<file path="src/shoot_pkg.sv">
/* shared geometry, colours, state types and timing constants of the shooter side
   every design file refers to these by scoped name */
`default_nettype none

package shoot_pkg;

    localparam int COORD_W = 12;
    localparam int PIX_W   = 11;
    localparam int RGB_W   = 12;
    localparam int KPOS_W  = 10;

    // keeper box, x in keeper units, y in screen rows
    localparam logic [KPOS_W-1:0] GK_FIXED_LEFT = 10'd400;
    localparam logic [KPOS_W-1:0] GK_HALF_WIDTH = 10'd100;
    localparam logic [PIX_W-1:0]  GK_TOP_Y      = 11'd250;
    localparam logic [PIX_W-1:0]  GK_BOTTOM_Y   = 11'd550;
    localparam logic [KPOS_W-1:0] GK_MIN_CENTRE = 10'd255;
    localparam logic [KPOS_W-1:0] GK_MAX_CENTRE = 10'd769;

    // goal mouth, cursor coordinates
    localparam logic [COORD_W-1:0] SCREEN_WIDTH  = 12'd1024;
    localparam logic [COORD_W-1:0] POST_INNER_X  = 12'd112;
    localparam logic [COORD_W-1:0] CROSSBAR_Y    = 12'd150;
    localparam logic [COORD_W-1:0] POST_BOTTOM_Y = 12'd600;

    localparam logic [RGB_W-1:0] COL_AIM  = 12'h00F;  // blue
    localparam logic [RGB_W-1:0] COL_GOAL = 12'h0F0;  // green
    localparam logic [RGB_W-1:0] COL_MISS = 12'hF00;  // red

    // verdict from the other board must sit high this long
    localparam int                      ENEMY_CNT_W  = 4;
    localparam logic [ENEMY_CNT_W-1:0]  ENEMY_STABLE = 4'd11;

    localparam int HOLD_CYCLES_DEF = 13_003_902;

    typedef enum logic [2:0] {
        IDLE,
        ENGAGE,
        AIM,
        RESULT,
        GOAL,
        MISS,
        TERMINATE
    } shoot_state_e;

    typedef enum logic [1:0] {
        KC_NONE,
        KC_AIM,
        KC_GOAL,
        KC_MISS
    } keeper_col_e;

endpackage

`default_nettype wire

</file>
<file path="src/vga_if.sv">
/* one pixel stream with its counters, syncs and blanking, one pixel per clock
   producers use the out modport, consumers the in modport */
`timescale 1ns/1ns
`default_nettype none

interface vga_if;

    logic [shoot_pkg::PIX_W-1:0] hcount;
    logic [shoot_pkg::PIX_W-1:0] vcount;
    logic                        hsync;
    logic                        vsync;
    logic                        hblnk;
    logic                        vblnk;
    logic [shoot_pkg::RGB_W-1:0] rgb;

    modport in (
        input hcount, vcount, hsync, vsync, hblnk, vblnk, rgb
    );

    modport out (
        output hcount, vcount, hsync, vsync, hblnk, vblnk, rgb
    );

endinterface

`default_nettype wire

</file>
<file path="src/shoot_fsm.sv">
/* sequences one penalty shot from turn start to round end, runs the hold timer
   and turns the state into the keeper colour select and the round strobes */
`timescale 1ns/1ns
`default_nettype none

module shoot_fsm #(
    parameter int unsigned hold_cycles = shoot_pkg::HOLD_CYCLES_DEF
) (
    input  logic                   clk,
    input  logic                   rst,
    input  logic                   shooter_active,
    input  logic                   multi,
    input  logic                   left_clicked,
    input  logic                   scored_local,
    input  logic                   enemy_ready,
    input  logic                   enemy_scored,
    output shoot_pkg::keeper_col_e keeper_col,
    output logic                   is_scored,
    output logic                   round_done,
    output logic                   end_sh,
    output logic                   shot_taken
);

    shoot_pkg::shoot_state_e state, state_nxt;
    shoot_pkg::keeper_col_e  col_nxt;

    logic [$clog2(hold_cycles + 1)-1:0] hold_cnt;
    logic                               hold_run;
    logic                               hold_done;

    assign hold_done = (hold_cnt == ($bits(hold_cnt))'(hold_cycles - 1));

    // timer runs through both result states and the long multi wind-down
    assign hold_run = (state == shoot_pkg::GOAL) || (state == shoot_pkg::MISS) ||
                      ((state == shoot_pkg::TERMINATE) && multi);

    always_comb begin
        state_nxt = state;
        unique case (state)
            shoot_pkg::IDLE: begin
                if (shooter_active)
                    state_nxt = shoot_pkg::ENGAGE;
            end
            shoot_pkg::ENGAGE: begin  // turn must still be ours
                state_nxt = shooter_active ? shoot_pkg::AIM : shoot_pkg::IDLE;
            end
            shoot_pkg::AIM: begin
                if (left_clicked)
                    state_nxt = shoot_pkg::RESULT;
            end
            shoot_pkg::RESULT: begin
                if (!multi)
                    state_nxt = scored_local ? shoot_pkg::GOAL : shoot_pkg::MISS;
                else if (enemy_ready)
                    state_nxt = enemy_scored ? shoot_pkg::GOAL : shoot_pkg::MISS;
            end
            shoot_pkg::GOAL, shoot_pkg::MISS: begin
                if (hold_done)
                    state_nxt = shoot_pkg::TERMINATE;
            end
            shoot_pkg::TERMINATE: begin
                if (!multi || hold_done)
                    state_nxt = shoot_pkg::IDLE;
            end
            default: state_nxt = shoot_pkg::IDLE;
        endcase
    end

    always_comb begin
        unique case (state)
            shoot_pkg::AIM, shoot_pkg::RESULT: col_nxt = shoot_pkg::KC_AIM;
            shoot_pkg::GOAL:                   col_nxt = shoot_pkg::KC_GOAL;
            shoot_pkg::MISS:                   col_nxt = shoot_pkg::KC_MISS;
            default:                           col_nxt = shoot_pkg::KC_NONE;
        endcase
    end

    always_ff @(posedge clk) begin
        if (rst) begin
            state    <= shoot_pkg::IDLE;
            hold_cnt <= '0;
        end else begin
            state <= state_nxt;
            if (!hold_run || hold_done)
                hold_cnt <= '0;
            else
                hold_cnt <= hold_cnt + 1'b1;
        end
    end

    // outputs lag the state by one clock
    always_ff @(posedge clk) begin
        if (rst) begin
            keeper_col <= shoot_pkg::KC_NONE;
            is_scored  <= 1'b0;
            round_done <= 1'b0;
            end_sh     <= 1'b0;
            shot_taken <= 1'b0;
        end else begin
            keeper_col <= col_nxt;
            is_scored  <= !multi && (state == shoot_pkg::GOAL);
            round_done <= !multi && (state == shoot_pkg::TERMINATE);
            end_sh     <= (state == shoot_pkg::TERMINATE) && (!multi || hold_done);
            shot_taken <= multi && (state == shoot_pkg::RESULT);  // waiting on the other board
        end
    end

endmodule

`default_nettype wire

</file>
<file path="src/keeper_tracker.sv">
/* keeper edges for drawing and judging, fixed in solo play and following the
   other player's keeper position, clamped to the goal, in multi play */
`timescale 1ns/1ns
`default_nettype none

module keeper_tracker (
    input  logic                         clk,
    input  logic                         rst,
    input  logic                         multi,
    input  logic [shoot_pkg::KPOS_W-1:0] keeper_pos,
    output logic [shoot_pkg::KPOS_W-1:0] gk_left,
    output logic [shoot_pkg::KPOS_W-1:0] gk_right
);

    logic [shoot_pkg::KPOS_W-1:0] centre;

    always_comb begin
        if (keeper_pos < shoot_pkg::GK_MIN_CENTRE)
            centre = shoot_pkg::GK_MIN_CENTRE;
        else if (keeper_pos > shoot_pkg::GK_MAX_CENTRE)
            centre = shoot_pkg::GK_MAX_CENTRE;
        else
            centre = keeper_pos;
    end

    always_ff @(posedge clk) begin
        if (rst) begin
            gk_left  <= '0;
            gk_right <= '0;
        end else if (multi) begin
            gk_left  <= centre - shoot_pkg::GK_HALF_WIDTH;
            gk_right <= centre + shoot_pkg::GK_HALF_WIDTH;
        end else begin
            gk_left  <= shoot_pkg::GK_FIXED_LEFT;
            gk_right <= shoot_pkg::GK_FIXED_LEFT + shoot_pkg::GK_HALF_WIDTH +
                        shoot_pkg::GK_HALF_WIDTH;
        end
    end

endmodule

`default_nettype wire

</file>
<file path="src/shot_judge.sv">
/* solo verdict registered every clock from the cursor position
   a goal needs the cursor inside the goal mouth and off the keeper */
`timescale 1ns/1ns
`default_nettype none

module shot_judge (
    input  logic                          clk,
    input  logic                          rst,
    input  logic [shoot_pkg::COORD_W-1:0] xpos,
    input  logic [shoot_pkg::COORD_W-1:0] ypos,
    input  logic [shoot_pkg::KPOS_W-1:0]  gk_left,
    input  logic [shoot_pkg::KPOS_W-1:0]  gk_right,
    output logic                          scored_local
);

    logic [shoot_pkg::COORD_W-1:0] kx_lo, kx_hi;
    logic                          in_mouth;
    logic                          on_keeper;

    // keeper box widened to cursor coordinates
    assign kx_lo = {{(shoot_pkg::COORD_W - shoot_pkg::KPOS_W){1'b0}}, gk_left};
    assign kx_hi = {{(shoot_pkg::COORD_W - shoot_pkg::KPOS_W){1'b0}}, gk_right};

    assign in_mouth = (xpos >= shoot_pkg::POST_INNER_X) &&
                      (xpos <= shoot_pkg::SCREEN_WIDTH - shoot_pkg::POST_INNER_X) &&
                      (ypos >= shoot_pkg::CROSSBAR_Y) && (ypos <= shoot_pkg::POST_BOTTOM_Y);

    assign on_keeper = (xpos >= kx_lo) && (xpos <= kx_hi) &&
        (ypos >= {{(shoot_pkg::COORD_W - shoot_pkg::PIX_W){1'b0}}, shoot_pkg::GK_TOP_Y}) &&
        (ypos <= {{(shoot_pkg::COORD_W - shoot_pkg::PIX_W){1'b0}}, shoot_pkg::GK_BOTTOM_Y});

    always_ff @(posedge clk) begin
        if (rst)
            scored_local <= 1'b0;
        else
            scored_local <= in_mouth && !on_keeper;
    end

endmodule

`default_nettype wire

</file>
<file path="src/enemy_result_filter.sv">
/* debounces the verdict flag coming from the other board
   enemy_ready pulses once the flag has stayed high long enough */
`timescale 1ns/1ns
`default_nettype none

module enemy_result_filter (
    input  logic clk,
    input  logic rst,
    input  logic enemy_input,
    input  logic enemy_is_scored,
    output logic enemy_ready,
    output logic enemy_scored
);

    logic [shoot_pkg::ENEMY_CNT_W-1:0] stable_cnt;
    logic                              stable_hit;

    assign stable_hit = enemy_input && (stable_cnt == shoot_pkg::ENEMY_STABLE - 1'b1);

    always_ff @(posedge clk) begin
        if (rst) begin
            stable_cnt  <= '0;
            enemy_ready <= 1'b0;
        end else begin
            enemy_ready <= stable_hit;
            if (!enemy_input || stable_hit)
                stable_cnt <= '0;  // glitch or accepted, start over
            else
                stable_cnt <= stable_cnt + 1'b1;
        end
    end

    // verdict captured together with the ready pulse
    always_ff @(posedge clk) begin
        if (stable_hit)
            enemy_scored <= enemy_is_scored;
    end

endmodule

`default_nettype wire

</file>
<file path="src/keeper_overlay.sv">
/* single register stage on the video stream that paints the keeper box
   in the colour picked by the control FSM, all other pixels pass unchanged */
`timescale 1ns/1ns
`default_nettype none

module keeper_overlay (
    input  logic                         clk,
    input  logic                         rst,
    vga_if.in                            vid_in,
    input  logic [shoot_pkg::KPOS_W-1:0] gk_left,
    input  logic [shoot_pkg::KPOS_W-1:0] gk_right,
    input  shoot_pkg::keeper_col_e       keeper_col,
    vga_if.out                           vid_out
);

    logic [shoot_pkg::PIX_W-1:0] box_l, box_r;
    logic                        in_box;
    logic [shoot_pkg::RGB_W-1:0] rgb_nxt;

    assign box_l = {{(shoot_pkg::PIX_W - shoot_pkg::KPOS_W){1'b0}}, gk_left};
    assign box_r = {{(shoot_pkg::PIX_W - shoot_pkg::KPOS_W){1'b0}}, gk_right};

    assign in_box = (vid_in.hcount >= box_l) && (vid_in.hcount <= box_r) &&
                    (vid_in.vcount >= shoot_pkg::GK_TOP_Y) &&
                    (vid_in.vcount <= shoot_pkg::GK_BOTTOM_Y);

    always_comb begin
        rgb_nxt = vid_in.rgb;
        if (in_box) begin
            unique case (keeper_col)
                shoot_pkg::KC_AIM:  rgb_nxt = shoot_pkg::COL_AIM;
                shoot_pkg::KC_GOAL: rgb_nxt = shoot_pkg::COL_GOAL;
                shoot_pkg::KC_MISS: rgb_nxt = shoot_pkg::COL_MISS;
                default:            rgb_nxt = vid_in.rgb;  // keeper hidden
            endcase
        end
    end

    always_ff @(posedge clk) begin
        if (rst) begin
            vid_out.hcount <= '0;
            vid_out.vcount <= '0;
            vid_out.hsync  <= 1'b0;
            vid_out.vsync  <= 1'b0;
            vid_out.hblnk  <= 1'b0;
            vid_out.vblnk  <= 1'b0;
            vid_out.rgb    <= '0;
        end else begin
            vid_out.hcount <= vid_in.hcount;
            vid_out.vcount <= vid_in.vcount;
            vid_out.hsync  <= vid_in.hsync;
            vid_out.vsync  <= vid_in.vsync;
            vid_out.hblnk  <= vid_in.hblnk;
            vid_out.vblnk  <= vid_in.vblnk;
            vid_out.rgb    <= rgb_nxt;
        end
    end

endmodule

`default_nettype wire

</file>
<file path="src/shoot_top.sv">
/* shooter side of the two-board penalty game, keeper drawn over the incoming video
   set hold_cycles to the length of the result and wind-down periods */
`timescale 1ns/1ns
`default_nettype none

module shoot_top #(
    parameter int unsigned hold_cycles = shoot_pkg::HOLD_CYCLES_DEF
) (
    input  logic                          clk,
    input  logic                          rst,
    input  logic                          shooter_active,
    input  logic                          multi,
    input  logic                          left_clicked,
    input  logic                          enemy_input,
    input  logic                          enemy_is_scored,
    input  logic [shoot_pkg::COORD_W-1:0] xpos,
    input  logic [shoot_pkg::COORD_W-1:0] ypos,
    input  logic [shoot_pkg::KPOS_W-1:0]  keeper_pos,
    input  logic [shoot_pkg::PIX_W-1:0]   hcount_in,
    input  logic [shoot_pkg::PIX_W-1:0]   vcount_in,
    input  logic                          hsync_in,
    input  logic                          vsync_in,
    input  logic                          hblnk_in,
    input  logic                          vblnk_in,
    input  logic [shoot_pkg::RGB_W-1:0]   rgb_in,
    output logic [shoot_pkg::PIX_W-1:0]   hcount_out,
    output logic [shoot_pkg::PIX_W-1:0]   vcount_out,
    output logic                          hsync_out,
    output logic                          vsync_out,
    output logic                          hblnk_out,
    output logic                          vblnk_out,
    output logic [shoot_pkg::RGB_W-1:0]   rgb_out,
    output logic                          is_scored,
    output logic                          round_done,
    output logic                          end_sh,
    output logic                          shot_taken
);

    vga_if vid_in_if ();
    vga_if vid_out_if ();

    logic [shoot_pkg::KPOS_W-1:0] gk_left, gk_right;
    logic                         scored_local;
    logic                         enemy_ready, enemy_scored;
    shoot_pkg::keeper_col_e       keeper_col;

    assign vid_in_if.hcount = hcount_in;
    assign vid_in_if.vcount = vcount_in;
    assign vid_in_if.hsync  = hsync_in;
    assign vid_in_if.vsync  = vsync_in;
    assign vid_in_if.hblnk  = hblnk_in;
    assign vid_in_if.vblnk  = vblnk_in;
    assign vid_in_if.rgb    = rgb_in;

    assign hcount_out = vid_out_if.hcount;
    assign vcount_out = vid_out_if.vcount;
    assign hsync_out  = vid_out_if.hsync;
    assign vsync_out  = vid_out_if.vsync;
    assign hblnk_out  = vid_out_if.hblnk;
    assign vblnk_out  = vid_out_if.vblnk;
    assign rgb_out    = vid_out_if.rgb;

    shoot_fsm #(.hold_cycles(hold_cycles)) u_fsm (
        .clk, .rst, .shooter_active, .multi, .left_clicked,
        .scored_local, .enemy_ready, .enemy_scored,
        .keeper_col, .is_scored, .round_done, .end_sh, .shot_taken
    );

    keeper_tracker u_tracker (.clk, .rst, .multi, .keeper_pos, .gk_left, .gk_right);

    shot_judge u_judge (.clk, .rst, .xpos, .ypos, .gk_left, .gk_right, .scored_local);

    enemy_result_filter u_enemy (
        .clk, .rst, .enemy_input, .enemy_is_scored, .enemy_ready, .enemy_scored
    );

    keeper_overlay u_overlay (
        .clk, .rst, .vid_in(vid_in_if.in), .gk_left, .gk_right, .keeper_col,
        .vid_out(vid_out_if.out)
    );

endmodule

`default_nettype wire

</file>
<file path="config.mk">
export PLATFORM = sky130hd
export DESIGN_NAME = shoot_top
export DESIGN_NICKNAME = d
export VERILOG_FILES = /design/src/shoot_pkg.sv /design/src/vga_if.sv /design/src/shoot_fsm.sv /design/src/keeper_tracker.sv /design/src/shot_judge.sv /design/src/enemy_result_filter.sv /design/src/keeper_overlay.sv /design/src/shoot_top.sv
export SDC_FILE = /design/constraint.sdc
export NUM_CORES = 1
export LEC_CHECK = 0
export ABC_AREA = 1
export BUFFER_PORTS_ARGS = -buffer_cell sky130_fd_sc_hd__buf_2
export CORE_UTILIZATION = 56
export CTS_CLUSTER_SIZE = 8
export DETAILED_ROUTE_END_ITERATION = 16
export GPL_ROUTABILITY_DRIVEN = 0
export PLACE_DENSITY = 0.82
export SLEW_MARGIN = 20
export SYNTH_ARGS = -nofsm -noshare
export SYNTH_HDL_FRONTEND = slang
export SYNTH_HIERARCHICAL = 1
export SYNTH_SLANG_ARGS = --single-unit
</file>
<file path="constraint.sdc">
create_clock -name clk -period 2 [get_ports clk]
set_input_delay 0.1 -clock clk [delete_from_list [all_inputs] [get_ports clk]]
set_output_delay 0.1 -clock clk [all_outputs]
set_load 0.05 [all_outputs]
</file>
* Word level (Yosys, flattened, before mapping)
Cells that the tools add are included.
Word-level totals: register bits 98, bits in latches 0, output and inout port bits 42, logic and storage cells 106, memories 0, input port bits 79, bits in writable memories 0, bits in read-only memories 0
Cells by class: $mul 0, $lt $le $gt $ge 14, bitwise gates (word level) 1, multiplexer cells 17, equality and inequality tests 16, reductions and logical operators 32, add/subtract/negate cells 4, shifts and indexed selects 0, div/mod/pow operators 0
Operator list (count):
- 12-bit by 10-bit <= comparator with 1-bit output, second input constant | 3
- 12-bit case mux with 3 select lines | 1
- 10-bit 2-to-1 mux | 3
- 24-bit by 1-bit adder with 24-bit output, second input constant | 1
- 24-bit equality test, second input constant | 1
- 12-bit by 8-bit >= comparator with 1-bit output, second input constant | 2
- 3-bit 2-to-1 mux | 6
- 3-bit case mux with 6 select lines | 1
- 1-bit logical AND | 16
- 12-bit by 10-bit >= comparator with 1-bit output | 1
- 12-bit by 7-bit >= comparator with 1-bit output, second input constant | 1
- 12-bit by 10-bit <= comparator with 1-bit output | 1
- 12-bit 2-to-1 mux | 1
- 11-bit by 10-bit >= comparator with 1-bit output | 1
- 11-bit by 8-bit >= comparator with 1-bit output, second input constant | 1
- 11-bit by 10-bit <= comparator with 1-bit output | 1
- 11-bit by 10-bit <= comparator with 1-bit output, second input constant | 1
- 10-bit by 7-bit adder with 10-bit output, second input constant | 1
- 10-bit > comparator, second input constant | 1
- 10-bit by 8-bit less-than comparator with 1-bit output, second input constant | 1
- 2-bit OR reduction | 5
- 10-bit by 7-bit subtractor with 10-bit output, second input constant | 1
- 3-bit equality test, second input constant | 3
- 9-bit 2-to-1 mux | 1
- other kinds (17) | 29

* Longest topological paths before layout
depth after elaboration 6, mapped depth 14, depth with buffers taken out 13

* Modules after synthesis
Netlist, hierarchy kept.
Modules (own cells, without submodules):
- keeper_overlay | cells each 315, area each 2077.0 um^2, seq. area each 760.7 um^2, times used 1
- shoot_fsm | cells each 248, area each 1736.7 um^2, seq. area each 660.6 um^2, times used 1
- keeper_tracker | cells each 136, area each 927.1 um^2, seq. area each 340.3 um^2, times used 1
- shot_judge | cells each 165, area each 895.9 um^2, seq. area each 20.0 um^2, times used 1
- enemy_result_filter | cells each 25, area each 270.3 um^2, seq. area each 130.1 um^2, times used 1

* Worst setup path after synthesis
Ideal clock, no wire load.
path type register to register, start point reg u_tracker/gk_left[2] in the netlist's numbering, end point reg u_overlay.vid_out.rgb[0], slack 202 ps, cell stages (with the launch flop) 15, setup time 113 ps, required time 1887 ps, clock period less this slack 1798 ps, arrival 1685 ps, path buffers 2, cell sequence dfxtp_1 > buf_4 > inv_1 > ha_1 > nand2_1 > or2_2 > nand2_1 > nand2_1 > nand3_1 > nand2_2 > nand3_4 > buf_6 > nand2_1 > nand2_1 > nor2_1
On the way: cells in the longest elaborated chain, start to end 5
Ends and longest elaborated chain:
- start, declared | line keeper_tracker.sv:11 | output logic [shoot_pkg::KPOS_W-1:0] gk_left,
- start signal, assigned | line keeper_tracker.sv:31 | gk_left <= centre - shoot_pkg::GK_HALF_WIDTH;
- start signal, assigned | line keeper_tracker.sv:34 | gk_left <= shoot_pkg::GK_FIXED_LEFT;
- 11-bit by 10-bit >= comparator with 1-bit output | line keeper_overlay.sv:23 | assign in_box = (vid_in.hcount >= box_l) && (vid_in.hcount <= box_r) &&
- 1-bit logical AND (2 in series) | line keeper_overlay.sv:23
- 1-bit logical AND | line keeper_overlay.sv:24 | (vid_in.vcount >= shoot_pkg::GK_TOP_Y) &&
- 12-bit 2-to-1 mux | line keeper_overlay.sv:29 | if (in_box) begin
- end signal, assigned | line keeper_overlay.sv:55 | vid_out.rgb <= rgb_nxt;
- end, declared | line vga_if.sv:21 | output hcount, vcount, hsync, vsync, hblnk, vblnk, rgb
No other way between the ends. A chain may end at the register's enable or synchronous reset.

* Worst setup path in the final report
start point in hcount_in[6] in the netlist's numbering, end point reg u_overlay.vid_out.rgb[5]
On the way: cells in the longest elaborated chain, start to end 5, elaborated cells between the ends (all ways) 6, those cells by class order compare (2); mux (1); reduce/logical (3)
Ends and longest elaborated chain:
- start, declared | line shoot_top.sv:19 | input logic [shoot_pkg::PIX_W-1:0] hcount_in,
- 11-bit by 10-bit >= comparator with 1-bit output or 11-bit by 10-bit <= comparator with 1-bit output (tied branches) | line keeper_overlay.sv:23
- 1-bit logical AND * (2 in series) | line keeper_overlay.sv:23
- 1-bit logical AND * | line keeper_overlay.sv:24
- 12-bit 2-to-1 mux * | line keeper_overlay.sv:29
Mark *: on every way between the ends. The rest lies on a longest branch, timed or not.

==> results.env <==
RUN_STATUS='finished, final reports clean'
CRITICAL_PATH.REG2REG.STARTPOINT='u_tracker/gk_left[2]'
CORE_REGION_AREA_UM2=10300
YS_FF_LATCH=95
TIMING_MAX_TRANSITION_VIOLATIONS_FINAL=0
POWERDENSITY_nW_PER_UM2=651
DP_HPWL_UM=9940
NETLIST_TOP_CELLS_AREA='dfxtp_1, nand2_1, inv_1'
SEQCELLAREA_UM2=1910
CRIT_SHARE_POST_ROUTE=0.909
CRIT_PATH_END_KIND='register'
CTS.ROOT.BUFFER_CELL='clkbuf_8'
INITIAL_CORE_UTIL=0.575
FIN_WS_PS=181
YOSYS.AREA.TOP_TYPE='dfxtp_1'
CLOCK_POWER_SHARE=0.268
DETAILEDROUTE.FIRSTPASSITERATIONCOUNT=5
ROUTED_VIA_DENSITY=4.77
MAX_STAGE_DELAY_PS=530
CPLARGESTDELAYFAMILY='simple AND/OR/NAND/NOR gates'
PERIOD_MINUS_SLACK_PS=1820
GRT_OVERFLOW=0
DIE_Y_UM=105
REGTOREGENDPOINT='u_overlay/vid_out.rgb[5]'
CRIT_FANOUT=10
FILLER_CELL_COUNT=916
FINALWIRELENGTH_UM=13100
DRC=0
NUMBER_OF_FLOPS_MAPPED_TO_ENABLE_CELLS_BY_YOSYS=1
AREA.GROWTH.SYNTH_TO_FINAL_PCT=20.3
RSZ0062_AT_GRT='yes'
CLOCK_TREE.BUFFER_DEPTH=2
CTS_MAX_LEVEL=3
AVERAGE_CELL_AREA_AFTER_SYNTHESIS_UM2=6.64
ROUTED_WIRE_LENGTH_PER_INSTANCE_UM=11.1
ROW_COUNT=37
CTS.CLK_SLEW.WORST_PATHS_PS=100
DIEAREA_UM2=11000
DETAIL_ROUTE.ITER0.VIOLATIONS=276
TIGHTEST_SLEW_MARGIN_RELATIVE_TO_THE_LIMIT=0.768
SYNTH_TOP_AREA_SHARE=0.319
TOTAL_LEAKAGE_POWER_nW=3.69
SWITCHINGPOWER_mW=1.68
CRITPATHKIND='primary input to register'
VDD_DROP_MAX_V=0.000645
WORST_REG_TO_REG_CELLS=12
YOSYS_WARNINGS=6
CLOCK_SINK_COUNT=95
SYNTHDISTINCTLIBCELLS=42
REQUIRED_TIME_OF_THE_WORST_SETUP_PATH_PS=2310
WIRE_LENGTH_OF_THE_FIRST_GLOBAL_ROUTING_PASS_UM=22100
LAYOUT.CELL_AREA.NON_FILLER_UM2=7110
HP-START='keeper_pos[0]'
CELL_INT_POWER_mW=2.95
FINALNETCOUNT=1165
YS_TOP_CELLS_BY_COUNT='nand2_1, inv_1, nor2_1, dfxtp_1, ha_1'
SYNTH-ASYNC-RESET-RATIO=0
DIODES=0
SETUP.WORST_PATH.START_CLASS='primary input'
FP.DIEW_UM=105
TIMING.FINAL.HOLD_VIOLATIONS=0
COMB_POWER_SHARE=0.279
HOLD_PATH_END='u_tracker/gk_left[0]'
CTS_TREE='yes'
MAX_SLEW.WORST_PIN.SLEW_PS=348
NUMBER_OF_GLOBAL_ROUTE_VIAS_BEFORE_REPAIR=5139
YS_DOMINANT_REG_CELL='dfxtp_1'
PIN_COUNT_OF_THE_BIGGEST_NET_ENTERING_GLOBAL_ROUTING=30
WORST_SETUP_PATH_STARTPOINT='hcount_in[6]'
CRIT_CHAIN='dlygate4sd3_1 -> buf_2 -> ha_1 -> nand2_1 -> nor2_1 -> nand3_1 -> nand2_1 -> nor2_1 -> nand2_2 -> nand3_2 -> nand2_1 -> inv_1 -> nor2_1'
DRIVE_GT1_FRAC=0.200
POST_SYNTH_INST_COUNT=889
CLK-INSERTION-DELAY-LATE_PS=370
NETSWITCHINGFRACTION=0.362
YOSYSMOSTFREQUENTCELL='nand2_1'
MAXIMUM_ACHIEVABLE_FREQUENCY_MHz=550
CRIT_SLOWEST_CELL='dlygate4sd3_1'
SYNTH_AREA_UM2=5910
MIN_PATH_TYPE='primary input to register'
ANTENNA_FOUND_INITIAL=0
DP_WORST_SETUP_SLACK_PS=170
DETAIL-ROUTE-ANTENNA-NETS=0
TOTAL_I_O_PIN_COUNT=121
ROUTE.VIAS.TOTAL=5634
DETAILED_PLACE.AREA_UM2=6610
WORST_CLOCK_SKEW_PS=11.5
REPORT.FINAL.SETUP_VIOL=0
SEQPWRFRAC=0.453
TIMING.MAX_CAP.VIOLATIONS=0
HOLD_DEPTH=3
SETUP.REG_TO_REG.WORST_SLACK_PS=190
GLOBAL_ROUTE.USAGE.TOTAL=0.244
CTS_INSERTED_BUFFERS=9
SYNTH_SEQ_AREA_SHARE=0.324
PLACEMENT.IO_BUFFERS=120
CRIT_ARRIVAL_PS=2130
SYN_NETS=1014
WORSTPATHBUFFERINVERTERCOUNT=3
MULTI_INPUT_AREA_UM2=3250
what timing repair did:
item / 4_1_cts / 5_1_grt
buffers inserted: 0 / 0
endpoints found under the hold margin: 28 / 0
endpoints found under the setup margin: 0 / 10
hold buffers: 28 / 0
gates resized for setup: 0 / 1
cell type report:
type	count	share of cell area
multi-input cells	605	0.457
clock inverters	7	0.0111
inverters	178	0.0947
well taps	136	0.0239
repair buffers	151	0.127
flip-flops and latches	95	0.269
clock buffers	9	0.0174
tightest hold or removal path, cell delays in order:
cell and delay [ps]:
buf_2 80, o21ai_0 80, inv_1 80
registers in the layout, indices dropped and copies added (netlist names), 2 cells and up:
| register | flops |
|---|---|
| u_overlay/vid_out.hcount | 11 |
| u_tracker/gk_right | 7 |
| u_overlay/vid_out.rgb | 12 |
| u_overlay/vid_out.vcount | 11 |
| u_enemy/stable_cnt | 4 |
| u_tracker/gk_left | 10 |
| u_fsm/keeper_col | 2 |
| u_fsm/hold_cnt | 24 |
| u_fsm/state | 3 |
per-layer routing:
metal | up-vias | GRT usage | share of wire
li1 | 3030 | - | -
met1 | 2434 | 0.312 | 0.46
met2 | 156 | 0.430 | 0.48
met3 | 14 | 0.0387 | 0.050
met4 | 0 | 0.0533 | 0.011
met5 | - | 0 | 0
power by group through the flow:
| stage | Combinational [mW] | Clock [mW] | Sequential, mW |
|---|---|---|---|
| detailed placement | 1.23 | 0 | 2.14 |
| floorplan | 0.766 | 0 | 2.29 |
| global route | 1.46 | 1.34 | 2.11 |
| global placement | 1.21 | 0 | 2.14 |
| finish | 1.29 | 1.24 | 2.10 |
| CTS | 1.27 | 1.28 | 2.10 |
through the flow:
step | instances | utilization | TNS (ps) | power, mW | hold WS (ps)
after global routing | 1181 | 0.692 | -19.5 | 4.92 | 18.5
after global placement | 1136 | 0.643 | 0 | 3.35 | 286
final | 1181 | 0.692 | 0 | 4.63 | 15.3
after CTS | 1180 | 0.690 | 0 | 4.65 | 2.92
after floorplan | 889 | - | 0 | 3.06 | 169
after detailed placement | 1136 | 0.643 | 0 | 3.37 | 285
worst max-delay path by stage:
stage / to / slack [ps] / cells past startpoint
final: u_overlay/vid_out.rgb[5] / 180 / 13
after global placement: u_overlay/vid_out.rgb[1] / 230 / 12
after detailed placement: u_overlay/vid_out.rgb[3] / 170 / 12
after CTS: u_overlay/vid_out.rgb[3] / 160 / 12
after global routing: u_overlay/vid_out.rgb[6] / -10 / 12
after floorplan: u_overlay/vid_out.rgb[0] / 200 / 14
cells in the final DEF (no fill, tap or decap), types with 3 or more instances in the layout:
master         Yosys  final
nand2_1          209    209
inv_1            167    167
nor2_1           143    143
buf_2              1    120
dfxtp_1           94     94
ha_1              46     46
a21oi_1           42     42
nand3_1           35     35
dlygate4sd3_1      0     28
nand4_1           25     25
nand2_2           19     18
o21ai_0           14     14
nor2_2            12     12
clkbuf_8           1      9
inv_2              9      9
nor3_1             7      7
nand2_4            5      6
nor2_4             5      5
a21oi_2            5      5
nand3b_1           5      5
xor2_1             5      5
nand3_2            3      4
xnor2_1            4      4
o21ai_1            4      4
buf_4              3      3
cells by family after synthesis:
| family | count (synthesis) | synth area share |
|---|---|---|
| AOI/OAI and AO/OA | 69 | 0.0657 |
| DFF | 95 | 0.324 |
| and+or+nand+nor | 480 | 0.371 |
| xor gates and xnor gates | 9 | 0.0133 |
| buffers and inverters | 190 | 0.129 |
| adders and majority gates | 46 | 0.0974 |
No activity file was read; power rests on OpenSTA's default activity.
